File: src/link_config.svh
`ifndef LINK_CONFIG_SVH
`define LINK_CONFIG_SVH

//////////////////////////////
// Link geometry
//////////////////////////////

`define LINK_LANES    4        // Lanes per link, one transceiver channel each
`define LANE_WIDTH    16       // Parallel word per lane per beat

//////////////////////////////
// Idle and alignment
//////////////////////////////

// Idle lane word. K28.5 in the low byte, D16.2 in the high byte
// Only a comma when sent together with the lane K flag
`define COMMA_WORD    16'h50BC

`define LOCK_RUN      4        // Consecutive commas before a lane locks
`define ALIGN_PERIOD  16       // One forced comma beat per this many cycles

//////////////////////////////
// Receive buffering
//////////////////////////////

`define FIFO_DEPTH    4        // Default receive FIFO depth in words

`endif
File: src/link_pkg.sv
`default_nettype none

`include "link_config.svh"

package link_pkg;

    //////////////////////////////
    // Vector types
    //////////////////////////////

    typedef logic [`LANE_WIDTH-1:0]              lane_word_t;  // One lane, one beat
    typedef logic [`LINK_LANES-1:0]              lane_k_t;     // Char is K, one bit per lane
    typedef logic [`LINK_LANES*`LANE_WIDTH-1:0]  link_word_t;  // Lane 0 in the low bits
    typedef logic [15:0]                         count_t;      // Saturating status counter

    //////////////////////////////
    // Transceiver boundary
    //////////////////////////////

    // One parallel beat as the transceiver wrapper sees it
    typedef struct packed {
        link_word_t data;       // 4x16 bit lane data
        lane_k_t    charisk;    // K flag per lane
    } phy_beat_t;

    //////////////////////////////
    // Lane synchroniser FSM
    //////////////////////////////

    typedef enum logic [1:0] {
        SYNC_HUNT   = 2'd0,     // Waiting for a first comma
        SYNC_COUNT  = 2'd1,     // Counting a comma run
        SYNC_LOCKED = 2'd2      // Lane aligned, data trusted
    } sync_state_e;

endpackage

`default_nettype wire

File: src/link_top.sv
`timescale 1ns/1ps
`default_nettype none

module link_top (
    input  wire                   clk125_i,         // 125 MHz user clock
    input  wire                   reset_i,          // Sync, active high
    // Transmit side
    input  link_pkg::link_word_t  tx_data_i,        // Payload in
    input  wire                   tx_valid_i,
    output logic                  tx_ready_o,
    output link_pkg::phy_beat_t   tx_beat_o,        // To the transceiver
    // Receive side
    input  link_pkg::phy_beat_t   rx_beat_i,        // From the transceiver, every cycle
    output link_pkg::link_word_t  rx_data_o,        // Payload out
    output logic                  rx_valid_o,
    input  wire                   rx_ready_i,
    // Status
    output logic                  link_up_o,        // All lanes locked
    output link_pkg::count_t      err_count_o,      // Malformed beats
    output link_pkg::count_t      overflow_count_o  // Words lost to a full FIFO
);

    wire                         rx_wr_en;      // Deframer to FIFO
    wire link_pkg::link_word_t   rx_wr_data;

    //////////////////////////////
    // Transmit path
    //////////////////////////////

    link_tx_framer framer_i (
        .clk125_i  (clk125_i),
        .reset_i   (reset_i),
        .data_i    (tx_data_i),
        .valid_i   (tx_valid_i),
        .ready_o   (tx_ready_o),
        .beat_o    (tx_beat_o)
    );

    //////////////////////////////
    // Receive path
    //////////////////////////////

    link_rx_deframer deframer_i (
        .clk125_i     (clk125_i),
        .reset_i      (reset_i),
        .beat_i       (rx_beat_i),
        .wr_en_o      (rx_wr_en),
        .wr_data_o    (rx_wr_data),
        .link_up_o    (link_up_o),
        .err_count_o  (err_count_o)
    );

    link_rx_fifo fifo_i (
        .clk125_i          (clk125_i),
        .reset_i           (reset_i),
        .wr_en_i           (rx_wr_en),
        .wr_data_i         (rx_wr_data),
        .rd_data_o         (rx_data_o),
        .rd_valid_o        (rx_valid_o),
        .rd_ready_i        (rx_ready_i),
        .overflow_count_o  (overflow_count_o)
    );

endmodule

`default_nettype wire

File: src/link_rx_fifo.sv
`timescale 1ns/1ps
`default_nettype none

`include "link_config.svh"

module link_rx_fifo #(
    parameter int DEPTH = `FIFO_DEPTH           // Words held
) (
    input  wire                   clk125_i,         // 125 MHz user clock
    input  wire                   reset_i,          // Sync, active high
    input  wire                   wr_en_i,          // Write strobe, no back-pressure
    input  link_pkg::link_word_t  wr_data_i,        // Word to store
    output link_pkg::link_word_t  rd_data_o,        // Head of queue
    output logic                  rd_valid_o,       // Head is valid
    input  wire                   rd_ready_i,       // Consumer takes the head
    output link_pkg::count_t      overflow_count_o  // Dropped writes, saturating
);

    localparam int PTR_W = (DEPTH > 1) ? $clog2(DEPTH) : 1;
    localparam int CNT_W = $clog2(DEPTH + 1);
    localparam logic [PTR_W-1:0] PTR_LAST = PTR_W'(DEPTH - 1);

    link_pkg::link_word_t  mem [DEPTH];
    logic [PTR_W-1:0]      wr_ptr, rd_ptr;
    logic [CNT_W-1:0]      occ;               // Occupancy
    link_pkg::count_t      ovf_q;
    logic                  full;
    logic                  rd_fire;
    logic                  wr_fire;

    assign full    = (occ == CNT_W'(DEPTH));
    assign rd_fire = rd_valid_o && rd_ready_i;
    assign wr_fire = wr_en_i && (!full || rd_fire);   // Full but draining is fine

    //////////////////////////////
    // Pointers and occupancy
    //////////////////////////////

    always_ff @(posedge clk125_i) begin
        if (reset_i) begin
            wr_ptr <= '0;
            rd_ptr <= '0;
            occ    <= '0;
        end else begin
            if (wr_fire) begin
                wr_ptr <= (wr_ptr == PTR_LAST) ? '0 : wr_ptr + 1'b1;
            end
            if (rd_fire) begin
                rd_ptr <= (rd_ptr == PTR_LAST) ? '0 : rd_ptr + 1'b1;
            end
            if (wr_fire && !rd_fire) begin
                occ <= occ + 1'b1;
            end else if (rd_fire && !wr_fire) begin
                occ <= occ - 1'b1;
            end
        end
    end

    always_ff @(posedge clk125_i) begin
        if (wr_fire) begin
            mem[wr_ptr] <= wr_data_i;
        end
    end

    // Writes that find the FIFO full are dropped and counted as the link cannot stall
    always_ff @(posedge clk125_i) begin
        if (reset_i) begin
            ovf_q <= '0;
        end else if (wr_en_i && !wr_fire && (ovf_q != '1)) begin
            ovf_q <= ovf_q + 1'b1;
        end
    end

    assign rd_valid_o       = (occ != '0);
    assign rd_data_o        = mem[rd_ptr];    // Held until the read fires
    assign overflow_count_o = ovf_q;

endmodule

`default_nettype wire

File: src/link_rx_deframer.sv
`timescale 1ns/1ps
`default_nettype none

`include "link_config.svh"

module link_rx_deframer (
    input  wire                   clk125_i,     // 125 MHz user clock
    input  wire                   reset_i,      // Sync, active high
    input  link_pkg::phy_beat_t   beat_i,       // Raw beat from the transceiver
    output logic                  wr_en_o,      // Data beat kept this cycle
    output link_pkg::link_word_t  wr_data_o,    // Kept word to the FIFO
    output logic                  link_up_o,    // All lanes locked
    output link_pkg::count_t      err_count_o   // Malformed beats, saturating
);

    wire link_pkg::link_word_t   lane_data;     // Registered lane words
    wire link_pkg::lane_k_t      lane_k;        // Registered K flags
    wire [`LINK_LANES-1:0]       lane_locked;
    wire [`LINK_LANES-1:0]       lane_bad_k;

    link_pkg::count_t  err_q;
    logic              beat_data;       // No K on any lane
    logic              beat_idle;       // K on every lane
    logic              beat_mixed;      // Some lanes K, some not
    logic              err_inc;

    //////////////////////////////
    // Per lane synchronisers
    //////////////////////////////

    genvar g;
    generate
        for (g = 0; g < `LINK_LANES; g = g + 1) begin : g_lane
            link_rx_lane_sync lane_sync_i (
                .clk125_i  (clk125_i),
                .reset_i   (reset_i),
                .word_i    (beat_i.data[g*`LANE_WIDTH +: `LANE_WIDTH]),
                .k_i       (beat_i.charisk[g]),
                .locked_o  (lane_locked[g]),
                .word_o    (lane_data[g*`LANE_WIDTH +: `LANE_WIDTH]),
                .k_o       (lane_k[g]),
                .bad_k_o   (lane_bad_k[g])
            );
        end
    endgenerate

    assign link_up_o = &lane_locked;     // Any lane down takes the link down

    //////////////////////////////
    // Beat classification
    //////////////////////////////

    assign beat_data  = ~|lane_k;
    assign beat_idle  = &lane_k;
    assign beat_mixed = !beat_data && !beat_idle;

    // Idle beats fall through, only clean data beats reach the FIFO
    assign wr_en_o   = link_up_o && beat_data;
    assign wr_data_o = lane_data;

    // One error per beat, either from a bad K code on any lane
    // or a mixed K pattern while aligned
    assign err_inc = (|lane_bad_k) || (link_up_o && beat_mixed);

    //////////////////////////////
    // Error counter
    //////////////////////////////

    always_ff @(posedge clk125_i) begin
        if (reset_i) begin
            err_q <= '0;
        end else if (err_inc && (err_q != '1)) begin
            err_q <= err_q + 1'b1;       // Sticks at all ones
        end
    end

    assign err_count_o = err_q;

endmodule

`default_nettype wire

File: src/link_rx_lane_sync.sv
`timescale 1ns/1ps
`default_nettype none

`include "link_config.svh"

module link_rx_lane_sync (
    input  wire                   clk125_i,   // 125 MHz user clock
    input  wire                   reset_i,    // Sync, active high
    input  link_pkg::lane_word_t  word_i,     // Lane word from the transceiver
    input  wire                   k_i,        // Lane char is K
    output logic                  locked_o,   // Lane aligned
    output link_pkg::lane_word_t  word_o,     // Word, one register later
    output logic                  k_o,        // K flag, one register later
    output logic                  bad_k_o     // K flag on a non-comma word
);

    localparam int RUN_W = $clog2(`LOCK_RUN + 1);
    localparam logic [RUN_W-1:0] RUN_LAST = RUN_W'(`LOCK_RUN - 1);

    link_pkg::sync_state_e  state_q, state_d;
    logic [RUN_W-1:0]       run_q, run_d;      // Commas seen in the current run
    link_pkg::lane_word_t   word_q;
    logic                   k_q;
    logic                   bad_k_q;
    logic                   is_comma;
    logic                   is_bad_k;

    assign is_comma = k_i && (word_i == `COMMA_WORD);
    assign is_bad_k = k_i && (word_i != `COMMA_WORD);  // Illegal K code

    //////////////////////////////
    // Lock FSM
    //////////////////////////////

    always_comb begin
        state_d = state_q;
        run_d   = run_q;
        unique case (state_q)
            link_pkg::SYNC_HUNT: begin
                if (is_comma) begin
                    state_d = link_pkg::SYNC_COUNT;   // First comma of a run
                    run_d   = RUN_W'(1);
                end
            end
            link_pkg::SYNC_COUNT: begin
                if (!is_comma) begin
                    state_d = link_pkg::SYNC_HUNT;    // Run broken
                    run_d   = '0;
                end else if (run_q == RUN_LAST) begin
                    state_d = link_pkg::SYNC_LOCKED;  // Full run seen
                end else begin
                    run_d = run_q + 1'b1;
                end
            end
            link_pkg::SYNC_LOCKED: begin
                state_d = link_pkg::SYNC_LOCKED;      // Holds through data beats
            end
            default: state_d = link_pkg::SYNC_HUNT;
        endcase
        // A bad K code loses alignment from any state
        if (is_bad_k) begin
            state_d = link_pkg::SYNC_HUNT;
            run_d   = '0;
        end
    end

    always_ff @(posedge clk125_i) begin
        if (reset_i) begin
            state_q <= link_pkg::SYNC_HUNT;
            run_q   <= '0;
            k_q     <= 1'b0;
            bad_k_q <= 1'b0;
        end else begin
            state_q <= state_d;
            run_q   <= run_d;
            k_q     <= k_i;
            bad_k_q <= is_bad_k;      // One cycle pulse per bad beat
        end
    end

    always_ff @(posedge clk125_i) begin
        word_q <= word_i;             // Lane payload
    end

    assign locked_o = (state_q == link_pkg::SYNC_LOCKED);
    assign word_o   = word_q;
    assign k_o      = k_q;
    assign bad_k_o  = bad_k_q;

endmodule

`default_nettype wire

File: src/link_tx_framer.sv
`timescale 1ns/1ps
`default_nettype none

`include "link_config.svh"

module link_tx_framer (
    input  wire                   clk125_i,   // 125 MHz user clock
    input  wire                   reset_i,    // Sync, active high
    input  link_pkg::link_word_t  data_i,     // Payload word, lane 0 low
    input  wire                   valid_i,    // Payload present
    output logic                  ready_o,    // Framer takes a word this cycle
    output link_pkg::phy_beat_t   beat_o      // Registered beat to the transceiver
);

    localparam int ALIGN_W = $clog2(`ALIGN_PERIOD);
    localparam logic [ALIGN_W-1:0] ALIGN_LAST = ALIGN_W'(`ALIGN_PERIOD - 1);

    // Comma on every lane with every K flag set
    localparam link_pkg::phy_beat_t IDLE_BEAT = '{
        data:    {`LINK_LANES{`COMMA_WORD}},
        charisk: {`LINK_LANES{1'b1}}
    };

    logic [ALIGN_W-1:0]   align_cnt;   // Free running slot counter
    link_pkg::phy_beat_t  beat_q;      // Beat on the wire
    logic                 accept;      // Word transfer this cycle

    //////////////////////////////
    // Alignment slot
    //////////////////////////////

    // Reset value is the last count, so the first cycle out of reset
    // is itself an alignment slot and the counter wraps at the first edge
    always_ff @(posedge clk125_i) begin
        if (reset_i) begin
            align_cnt <= ALIGN_LAST;
        end else if (align_cnt == ALIGN_LAST) begin
            align_cnt <= '0;                  // Wrap at the end of the slot
        end else begin
            align_cnt <= align_cnt + 1'b1;
        end
    end

    // Not ready in the slot cycle, next beat is then a forced comma
    assign ready_o = (align_cnt != ALIGN_LAST);
    assign accept  = valid_i && ready_o;

    //////////////////////////////
    // Beat register
    //////////////////////////////

    always_ff @(posedge clk125_i) begin
        if (reset_i) begin
            beat_q <= IDLE_BEAT;              // Idles straight out of reset
        end else if (accept) begin
            beat_q.data    <= data_i;         // Data beat, no K anywhere
            beat_q.charisk <= '0;
        end else begin
            beat_q <= IDLE_BEAT;              // Nothing to send or forced slot
        end
    end

    assign beat_o = beat_q;

endmodule

`default_nettype wire

File: config.mk
export PLATFORM = sky130hd
export DESIGN_NAME = link_top
export DESIGN_NICKNAME = d
export VERILOG_FILES = /design/src/link_pkg.sv /design/src/link_top.sv /design/src/link_rx_fifo.sv /design/src/link_rx_deframer.sv /design/src/link_rx_lane_sync.sv /design/src/link_tx_framer.sv
export VERILOG_INCLUDE_DIRS = /design/src /design/src/src
export SDC_FILE = /design/constraint.sdc
export NUM_CORES = 1
export LEC_CHECK = 0
export BUFFER_PORTS_ARGS = -buffer_cell sky130_fd_sc_hd__buf_2
export CAP_MARGIN = 10
export CORE_MARGIN = 2
export CORE_UTILIZATION = 42
export DETAILED_ROUTE_END_ITERATION = 10
export REMOVE_ABC_BUFFERS = 1
export SLEW_MARGIN = 0
export SYNTH_ARGS = -nofsm -noshare
export SYNTH_HDL_FRONTEND = slang
export SYNTH_HIERARCHICAL = 1
export SYNTH_SLANG_ARGS = --single-unit
File: constraint.sdc
create_clock -name clk125_i -period 3.8 [get_ports clk125_i]
set_input_delay 0.38 -clock clk125_i [delete_from_list [all_inputs] [get_ports clk125_i]]
set_output_delay 0.38 -clock clk125_i [all_outputs]
set_load 0.005 [all_outputs]
==> results.json, run 1 <==
{
  "async_reset_ff_frac": 0,
  "irDropWorstVdd_uv": 324,
  "first_pass_iters": 5,
  "crit_path_end_kind": "register",
  "grt_pass1_vias": 10400,
  "synth_top_area_cell": "edfxtp_1",
  "status": "finished clean",
  "synth_area_leaders": "edfxtp_1 47%, dfxtp_1 25%, mux4_2 8.8%",
  "io_pins": 303,
  "die_x_um": 202,
  "netlist.area_leader.share": 0.469,
  "syn_avg_cell_area_um2": 16.4,
  "slowest_delay_ns": 0.55,
  "wl_mm": 36.3,
  "cpLargestDelayFamily": "simple AND/OR/NAND/NOR gates",
  "synth-seq-cells": 458,
  "gp_congestion": 0.806,
  "die_h_um": 202,
  "crit_chain": "or4_4 > nor2_1 > and2b_2 > ha_1 > inv_1 > fa_1 > xor2_1 > or3_1 > a21oi_1",
  "switching_share": 0.230,
  "tightestPinTransition_ns": 1.02,
  "p_per_area_nw_per_um2": 535,
  "place_ws_ns": 0.856,
  "path_clk_slew_ns": 0.06,
  "cp_slowest_cell": "or4_4",
  "cts_buffers": 48,
  "hold_viol": 0,
  "grt_pass1_wl_mm": 56.5,
  "post-route-min-period_ns": 2.90,
  "h-tree-depth": 2,
  "timing.fmax_ghz": 0.345,
  "dp.cells": 1796,
  "setup_viol": 0,
  "multi_input_area_um2": 4360,
  "period_share": 0.763,
  "cp.required_ns": 4.30,
  "areaGrowthSynthToFinish_pct": 29.9,
  "min_path_type": "input port to register",
  "antenna_left": 0,
  "cts_setup_buffers": 0,
  "skew_ns": 0.0130,
  "fin_util": 0.552,
  "slew_viol_final": 0,
  "clock_path_buffers": 3,
  "nNetsFinal": 1609,
  "rsz0062_at_grt": "no",
  "vias_per_cell": 4.97,
  "cts-root-buf": "clkbuf_16",
  "layout-drive-gt1-share": 0.335,
  "layout_setup_ws_ns": 0.900,
  "core-area_um2": 38600,
  "synthFlopType": "edfxtp_1",
  "grt_start_max_net_pins": 66,
  "drc": 0,
  "cap_viol_max_count": 0,
  "synth_warnings": 6,
  "cts_tree": "done",
  "start_util": 0.425,
  "die-area_um2": 40600,
  "comb_power_share": 0.122,
  "total_leakage_power_nw": 7.91,
  "gr-total-overflow": 0,
  "synth.distinct_cells": 65,
  "clk-insertion-delay-late_ns": 0.57,
  "synth_edf_count": 256,
  "fill_cells": 3189,
  "tns_ns": 0,
  "vias": 10000,
  "switchingPower_mw": 2.62,
  "regArea_um2": 11700,
  "synth_area_um2": 16400,
  "antenna_found_initial": 5,
  "worstPathArrival_ns": 3.40,
  "dp.final_hpwl_mm": 23.2,
  "rows": 72,
  "final_cells": 2016,
  "crit_fanout": 7,
  "critPathBufInv": 1,
  "portBuffers": 302,
  "cp-start-kind": "register",
  "slew_headroom": 0.318,
  "drt_iter0_markers": 598,
  "syn_inst": 997,
  "wire_per_inst_um": 18.0,
  "worst-setup-path-type": "register to register",
  "synth-seq-area-share": 0.716,
  "internal-power_mw": 8.76,
  "track_usage": 0.178,
  "seq_power_share": 0.490,
  "clkPwrFrac": 0.388,
  "cts_sinks": 458
}
==> cells in the final DEF, fill, tap and decap left out, types with 5 or more instances in the layout <==
cell | netlist | final
buf_2 | 10 | 302
edfxtp_1 | 256 | 256
dfxtp_1 | 202 | 200
dlygate4sd3_1 | 0 | 127
mux4_2 | 64 | 64
clkbuf_16 | 0 | 49
nand2_1 | 42 | 42
nand2b_1 | 40 | 40
a21oi_1 | 39 | 39
and2_1 | 41 | 37
nor2_1 | 30 | 30
inv_1 | 24 | 24
nand4_1 | 20 | 20
ha_1 | 17 | 17
clkbuf_1 | 11 | 14
o21ai_0 | 14 | 14
nand3_1 | 13 | 13
o31ai_1 | 13 | 13
or4_1 | 11 | 11
buf_4 | 3 | 10
clkinv_2 | 0 | 9
nor2b_1 | 8 | 8
a21o_1 | 8 | 8
clkbuf_8 | 3 | 7
nor4_1 | 7 | 7
mux2_2 | 7 | 7
nor3_1 | 7 | 7
nand4bb_1 | 6 | 6
nand4b_1 | 5 | 5
and4b_1 | 5 | 5
and4_1 | 5 | 5
==> flip-flops by register name, indices dropped and copies added, names as in the netlist, 3 cells and up, named ones only <==
signal	cells
fifo_i/overflow_count_o	16
deframer_i/g_lane.lane_sync_i/k_o	4
framer_i/beat_o	65
fifo_i/occ	3
deframer_i/err_count_o	16
framer_i/align_cnt	4
fifo_i/mem	256
deframer_i/g_lane.lane_sync_i/word_o	64
deframer_i/g_lane.lane_sync_i/bad_k_o	4
deframer_i/g_lane.lane_sync_i/run_q	12
deframer_i/g_lane.lane_sync_i/state_q	8
==> through the flow <==
step | hold slack (ns) | cell area, um2 | power (mW)
finish | 0.0344 | 21300 | 11.4
global route | 0.0123 | 21300 | 11.9
CTS | 0.00155 | 21300 | 11.6
detailed placement | 0.461 | 18500 | 7.00
global placement | 0.462 | 18500 | 6.99
floorplan | 0.408 | 16200 | 6.40
==> metal layers <==
layer | global-route usage | wire length [um]
met4 | 0.0496 | 722
met5 | 0 | 13
met1 | 0.218 | 14700
met3 | 0.0463 | 2190
met2 | 0.312 | 18700
==> power groups by stage <==
stage | registers, mW | logic (mW) | clock network (mW)
CTS | 5.59 | 1.42 | 4.55
global placement | 5.69 | 1.30 | 0
global route | 5.61 | 1.50 | 4.76
detailed placement | 5.69 | 1.31 | 0
finish | 5.57 | 1.39 | 4.42
floorplan | 5.69 | 0.709 | 0
==> final timing paths <==
check	startpoint	endpoint	slack (ns)	cells after the start
max	deframer_i/g_lane[1].lane_sync_i/k_o	fifo_i/occ[2]	0.90	9
min	tx_data_i[59]	framer_i/beat_o[63]	0.03	2
max reg2reg	deframer_i/g_lane[1].lane_sync_i/k_o	fifo_i/occ[2]	0.90	9
min reg2reg	deframer_i/g_lane[2].lane_sync_i/word_o[11]	fifo_i/mem[0][43]	0.48	0
==> synth_stat cells (6+ instances only) <==
library cell and count:
edfxtp_1 256, dfxtp_1 202, mux4_2 64, nand2_1 42, and2_1 41, nand2b_1 40, a21oi_1 39, nor2_1 30
inv_1 24, nand4_1 20, ha_1 17, o21ai_0 14, nand3_1 13, o31ai_1 13, clkbuf_1 11, or4_1 11
buf_2 10, a21o_1 8, nor2b_1 8, mux2_2 7, nor3_1 7, nor4_1 7, nand4bb_1 6
==> area by class of cell <==
| cell class | count | area share |
|---|---|---|
| Multi-Input combinational cell | 480 | 0.205 |
| Clock inverter | 19 | 0.00611 |
| Sequential cell | 458 | 0.551 |
| Timing Repair Buffer | 443 | 0.138 |
| Inverter | 24 | 0.00423 |
| Clock buffer | 70 | 0.0646 |
| Antenna cell | 4 | 0.000470 |
| Tap cell | 518 | 0.0304 |
==> cell families after synthesis <==
group,Yosys count,share of synthesized area
AO/OA/AOI/OAI,101,0.0419
AND/OR/NAND/NOR,283,0.112
buffers and inverters,59,0.0191
adder cells (fa/ha/maj),18,0.0142
XOR/XNOR,3,0.00160
multiplexers,75,0.0953
flip-flops,458,0.716
==> what timing repair did <==
action / CTS / global route
hold endpoints to repair: 127 / 0
hold buffers: 127 / 0
gates resized for setup: 0 / 0
No activity file was read; power rests on OpenSTA's default activity.
==> run 2, diff against run 1 <==
==> constraint.sdc (replaced) <==
create_clock -name clk125_i -period 2.7 [get_ports clk125_i]
set_input_delay 0.27 -clock clk125_i [delete_from_list [all_inputs] [get_ports clk125_i]]
set_output_delay 0.27 -clock clk125_i [all_outputs]
set_load 0.005 [all_outputs]
==> run 2 against run 1 <==
Cell area increased by 0.49%. Clock power increased by 38%. Setup slack got worse by 0.72 ns. Final cell count increased by 0.45%. Non-clock buffer count increased by 14. Clock skew increased by 0.00062 ns. Fmax increased by 15%.
==> results.json, run 2 (synthesized netlist as in run 1, its figures left out) <==
{
  "period_share": 0.933,
  "cp.required_ns": 3.19,
  "rr_worst_depth": 9,
  "tns_ns": 0,
  "worstPathArrival_ns": 3.01,
  "r2r_end": "fifo_i/occ[2]",
  "crit_fanout": 2,
  "fin_util": 0.555,
  "areaGrowthSynthToFinish_pct": 30.5,
  "setup_viol": 0,
  "largest_reg_flops": 256,
  "layout-drive-gt1-share": 0.331,
  "clock_path_buffers": 3,
  "cap_viol_max_count": 0,
  "mostFrequentLayoutCells": "302 x buf_2, 256 x edfxtp_1, 200 x dfxtp_1",
  "gr-total-overflow": 0,
  "status": "finished clean",
  "slew_viol_final": 0,
  "path_clk_slew_ns": 0.06,
  "die_x_um": 202,
  "drc": 0,
  "post-route-min-period_ns": 2.52,
  "p_per_area_nw_per_um2": 746,
  "cts_setup_buffers": 0,
  "min_path_type": "input port to register",
  "grt_pass1_vias": 10300,
  "top_register": "fifo_i/mem",
  "io_pins": 303,
  "startpoint": "deframer_i/g_lane[1].lane_sync_i/k_o",
  "cts_sinks": 458,
  "cts_buffers": 47,
  "first_pass_iters": 4,
  "cts_tree": "done",
  "final_common_cell": "buf_2",
  "core-area_um2": 38600,
  "rsz0062_at_grt": "no",
  "worst-setup-path-type": "register to register",
  "clk-insertion-delay-late_ns": 0.57,
  "die_h_um": 202,
  "grt_pass1_wl_mm": 56.4,
  "slew_headroom": 0.577,
  "tightestPinTransition_ns": 0.629,
  "cp-start-kind": "register",
  "h-tree-depth": 2,
  "wire_per_inst_um": 17.8,
  "track_usage": 0.177,
  "antenna_left": 0,
  "wl_mm": 36.0,
  "cts-root-buf": "clkbuf_16",
  "start_util": 0.425,
  "holdWs_ns": 0.0446,
  "fin_area_um2": 21400,
  "gp_congestion": 0.760,
  "crit_path_end_kind": "register",
  "total_leakage_power_nw": 7.95,
  "total_power_mw": 15.9,
  "dp.final_hpwl_mm": 22.5,
  "antenna_found_initial": 1,
  "fill_cells": 3168,
  "placed_cell_area_um2": 18600,
  "r2r_setup_slack_ns": 0.18,
  "timing.rr.start": "deframer_i/g_lane[1].lane_sync_i/k_o",
  "rows": 72,
  "timing.fmax_ghz": 0.397,
  "grt_start_max_net_pins": 66,
  "irDropWorstVdd_uv": 491,
  "skew_ns": 0.0136,
  "die-area_um2": 40600,
  "vias_per_cell": 4.97,
  "drt_iter0_markers": 467,
  "vias": 10100,
  "portBuffers": 302,
  "nNetsFinal": 1622,
  "hold_viol": 0,
  "cp-endpoint": "fifo_i/occ[2]"
}
-- run 2: what timing repair did --
action                    in CTS  in global routing
resized for setup              0                  0
hold buffers                 132                  0
hold endpoints to repair     143                  0
-- run 2: cell type report --
| type | instances | area (um2) | share of cell area |
|---|---|---|---|
| clock inverter | 24 | 183 | 0.00854 |
| inverter | 24 | 90.1 | 0.00421 |
| multi-input combinational | 480 | 4360 | 0.204 |
| antenna | 1 | 2.50 | 0.000117 |
| sequential | 458 | 11700 | 0.549 |
| timing repair buffer | 457 | 3110 | 0.145 |
| clock buffer | 63 | 1270 | 0.0592 |
| tap | 518 | 648 | 0.0303 |
-- run 2: worst min-delay path by stage --
| stage | cells after the start | slack (ns) | start | to |
|---|---|---|---|---|
| CTS | 3 | 0.004 | rx_ready_i | register |
| finish | 3 | 0.04 | rx_ready_i | register |
| detailed placement | 1 | 0.39 | rx_beat_i[20] | deframer_i/g_lane[1].lane_sync_i/word_o[0] |
| global placement | 1 | 0.39 | rx_beat_i[46] | deframer_i/g_lane[2].lane_sync_i/word_o[10] |
| floorplan | 0 | 0.30 | rx_beat_i[4] | deframer_i/g_lane[0].lane_sync_i/word_o[0] |
| global route | 3 | 0.06 | rx_ready_i | register |
-- run 2: per-layer routing --
metal  part of all wire  routed length [um]  vias to the layer above  global-route usage
met5                  0                   0                        -                   0
met1               0.43               15600                     4971               0.228
met4              0.021                 763                        0              0.0559
li1                   -                   -                     4780                   -
met2               0.49               17700                      256               0.300
met3              0.054                1930                       57              0.0369
-- run 2: per-stage QoR --
step           setup WS, ns  std cells
6_report              0.181       2025
5_1_grt              0.0358       2025
4_1_cts               0.160       2024
3_5_place_dp          0.166       1805
3_3_place_gp          0.217       1805
2_1_floorplan        -0.957        962
-- run 2: report_power, final --
group	internal (mW)	switching [mW]
registers	7.54	0.153
clock network	3.49	2.62
logic	1.20	0.943
total	12.2	3.72
-- run 2: critical path: stages, from the launching register on --
cell	delay [ns]
dfxtp_1	0.31
or4_4	0.55
nor2_1	0.20
and2b_2	0.19
ha_1	0.18
inv_1	0.06
fa_1	0.37
xor2_1	0.15
or3_1	0.30
a21oi_1	0.14
==> run 3, diff against run 2 <==
--- a/config.mk
+++ b/config.mk
@@ -7,7 +7,7 @@
 export NUM_CORES = 1
 export LEC_CHECK = 0
 export BUFFER_PORTS_ARGS = -buffer_cell sky130_fd_sc_hd__buf_2
-export CAP_MARGIN = 10
+export CAP_MARGIN = 15
 export CORE_MARGIN = 2
 export CORE_UTILIZATION = 42
 export DETAILED_ROUTE_END_ITERATION = 10
@@ -15,5 +15,4 @@
 export SLEW_MARGIN = 0
 export SYNTH_ARGS = -nofsm -noshare
 export SYNTH_HDL_FRONTEND = slang
-export SYNTH_HIERARCHICAL = 1
 export SYNTH_SLANG_ARGS = --single-unit
==> constraint.sdc (replaced) <==
create_clock -name clk125_i -period 2.4 [get_ports clk125_i]
set_input_delay 0.24 -clock clk125_i [delete_from_list [all_inputs] [get_ports clk125_i]]
set_output_delay 0.24 -clock clk125_i [all_outputs]
set_load 0.005 [all_outputs]
==> run 3 against run 2 <==
Non-clock buffer count increased by 23. Cell area increased by 0.49%. Worst hold slack improved by 0.16 ns. Via count decreased by 1.8%. Critical path type unchanged.
==> results.json, run 3 <==
{
  "grt_start_max_net_pins": 66,
  "areaGrowthSynthToFinish_pct": 33.8,
  "rsz0062_at_grt": "yes",
  "irDropWorstVdd_uv": 450,
  "min_path_type": "input port to register",
  "gr-total-overflow": 0,
  "top_register": "fifo_i.mem",
  "ys_top_cells_by_count": "256 x edfxtp_1, 202 x dfxtp_1, 64 x mux4_2, 43 x and2_1, 37 x nor2_1",
  "cp_slowest_cell": "or4_4",
  "fin_area_um2": 21500,
  "slew_viol_final": 0,
  "synth_area_leaders": "edfxtp_1 48%, dfxtp_1 25%, mux4_2 9.0%",
  "synth_most_common_cell": "edfxtp_1",
  "antenna_left": 0,
  "die_x_um": 200,
  "syn_inst": 972,
  "die-area_um2": 39800,
  "netlist.area_leader.share": 0.479,
  "total_leakage_power_nw": 7.95,
  "start_util": 0.426,
  "first_pass_iters": 4,
  "crit_path_end_kind": "register",
  "setup_viol": 0,
  "dp.final_hpwl_mm": 21.9,
  "synth_area_um2": 16100,
  "slew_headroom": 0.571,
  "largest_reg_flops": 256,
  "cp-start-kind": "register",
  "drc": 0,
  "holdWs_ns": 0.201,
  "portBuffers": 302,
  "clk-insertion-delay-late_ns": 0.57,
  "die_h_um": 200,
  "h-tree-depth": 2,
  "placed_cell_area_um2": 18500,
  "antenna_found_initial": 4,
  "syn_avg_cell_area_um2": 16.5,
  "r2r_setup_slack_ns": 0.04,
  "cts_tree": "done",
  "worst-setup-path-type": "register to register",
  "cts_buffers": 48,
  "clock_path_buffers": 3,
  "grt_pass1_vias": 10200,
  "final_common_cell": "buf_2",
  "place_ws_ns": -0.0348,
  "cap_viol_max_count": 0,
  "p_per_area_nw_per_um2": 770,
  "crit_chain": "or4_4 > nor3b_4 > ha_2 > inv_1 > fa_2 > xor2_1 > or3_1 > a21oi_2",
  "wl_mm": 35.1,
  "post-route-min-period_ns": 2.36,
  "nNetsFinal": 1616,
  "io_pins": 303,
  "hold_viol": 0,
  "synth_warnings": 0,
  "period_share": 0.985,
  "synth-seq-area-share": 0.730,
  "layout_setup_ws_ns": 0.0360,
  "async_reset_ff_frac": 0,
  "synth_top_area_cell": "edfxtp_1",
  "track_usage": 0.178,
  "synthFlopType": "edfxtp_1",
  "core-area_um2": 37700,
  "synth-seq-cells": 458,
  "vias": 9880,
  "total_power_mw": 16.5,
  "rows": 71,
  "crit_fanout": 3,
  "grt_pass1_wl_mm": 54.5,
  "tightestPinTransition_ns": 0.643,
  "slowest_delay_ns": 0.55,
  "skew_ns": 0.0147,
  "synth.distinct_cells": 68,
  "cp.required_ns": 2.90,
  "vias_per_cell": 4.90,
  "fin_util": 0.571,
  "timing.fmax_ghz": 0.423,
  "worstPathArrival_ns": 2.86,
  "wire_per_inst_um": 17.4,
  "gp_congestion": 0.816,
  "layout-drive-gt1-share": 0.347,
  "status": "finished clean",
  "mostFrequentLayoutCells": "302 x buf_2, 256 x edfxtp_1, 199 x dfxtp_1",
  "synth_edf_count": 256,
  "drt_iter0_markers": 492,
  "cts-root-buf": "clkbuf_16",
  "path_clk_slew_ns": 0.06,
  "cts_sinks": 458
}
run 3: cell count changes after synthesis, moves of 6 or more:
cell	change
a21o_1	-7
clkbuf_1	+10
mux2_2	-6
nand2_1	-17
nand2b_1	-6
nand3_1	+8
nand4_1	-8
nor2_1	+7
xnor2_1	+15
run 3: per-layer routing:
metal | vias to the layer above | share of wire | global-route usage
li1 | 4690 | - | -
met1 | 4879 | 0.42 | 0.224
met2 | 261 | 0.49 | 0.299
met3 | 48 | 0.069 | 0.0537
met4 | 2 | 0.019 | 0.0497
met5 | - | 0.00031 | 0
run 3: final timing paths:
path	start	endpoint	cells past startpoint
max	deframer_i.g_lane[2].lane_sync_i.k_o	fifo_i.occ[2]	8
min	reset_i	deframer_i.g_lane[3].lane_sync_i.state_q[1]	2
max reg2reg	deframer_i.g_lane[2].lane_sync_i.k_o	fifo_i.occ[2]	8
min reg2reg	deframer_i.g_lane[3].lane_sync_i.run_q[1]	deframer_i.g_lane[3].lane_sync_i.run_q[1]	2
run 3: through the flow:
step | setup TNS [ns] | std cells
final | 0 | 2015
after global routing | -0.0579 | 2015
after CTS | 0 | 2010
after detailed placement | -0.0348 | 1783
after global placement | 0 | 1783
after floorplan | -383.92 | 932
run 3: worst max-delay path: cells and delay by family, from the launching register on:
| family | cells | cell delay [ns] |
|---|---|---|
| xor+xnor | 1 | 0.18 |
| flops | 1 | 0.33 |
| buf+inv | 1 | 0.05 |
| compound gates | 1 | 0.12 |
| fa+ha+maj | 2 | 0.54 |
| simple gates | 3 | 1.08 |
run 3: layout make-up:
cell class / count / area [um2]
well taps: 511 / 639
flip-flops and latches: 458 / 11700
multi-input cells: 453 / 4100
clock buffers: 67 / 1360
inverters: 21 / 78.8
clock inverters: 22 / 226
fillers: 3024 / 16200
repair buffers: 480 / 3340
diodes: 3 / 7.51
run 3: logic make-up after synthesis:
logic type | Yosys count | synth area share
adder cells (fa/ha/maj) | 18 | 0.0145
multiplexers | 70 | 0.0937
XOR/XNOR | 18 | 0.00981
flip-flops | 458 | 0.730
buffers and inverters | 61 | 0.0171
AND/OR/NAND/NOR | 261 | 0.102
AO/OA/AOI/OAI | 86 | 0.0326
run 3: timing repair:
item	CTS	global route
setup endpoints to repair	8	1
gates resized for setup	5	3
pin swaps	3	1
hold buffers	133	0
endpoints found under the hold margin	139	0
setup buffers	5	2
run 3: power breakdown:
part	total (mW)	internal, mW	switching (mW)
Combinational	0.660	0.393	0.267
Sequential	8.54	8.44	0.101
Clock	7.35	4.41	2.94
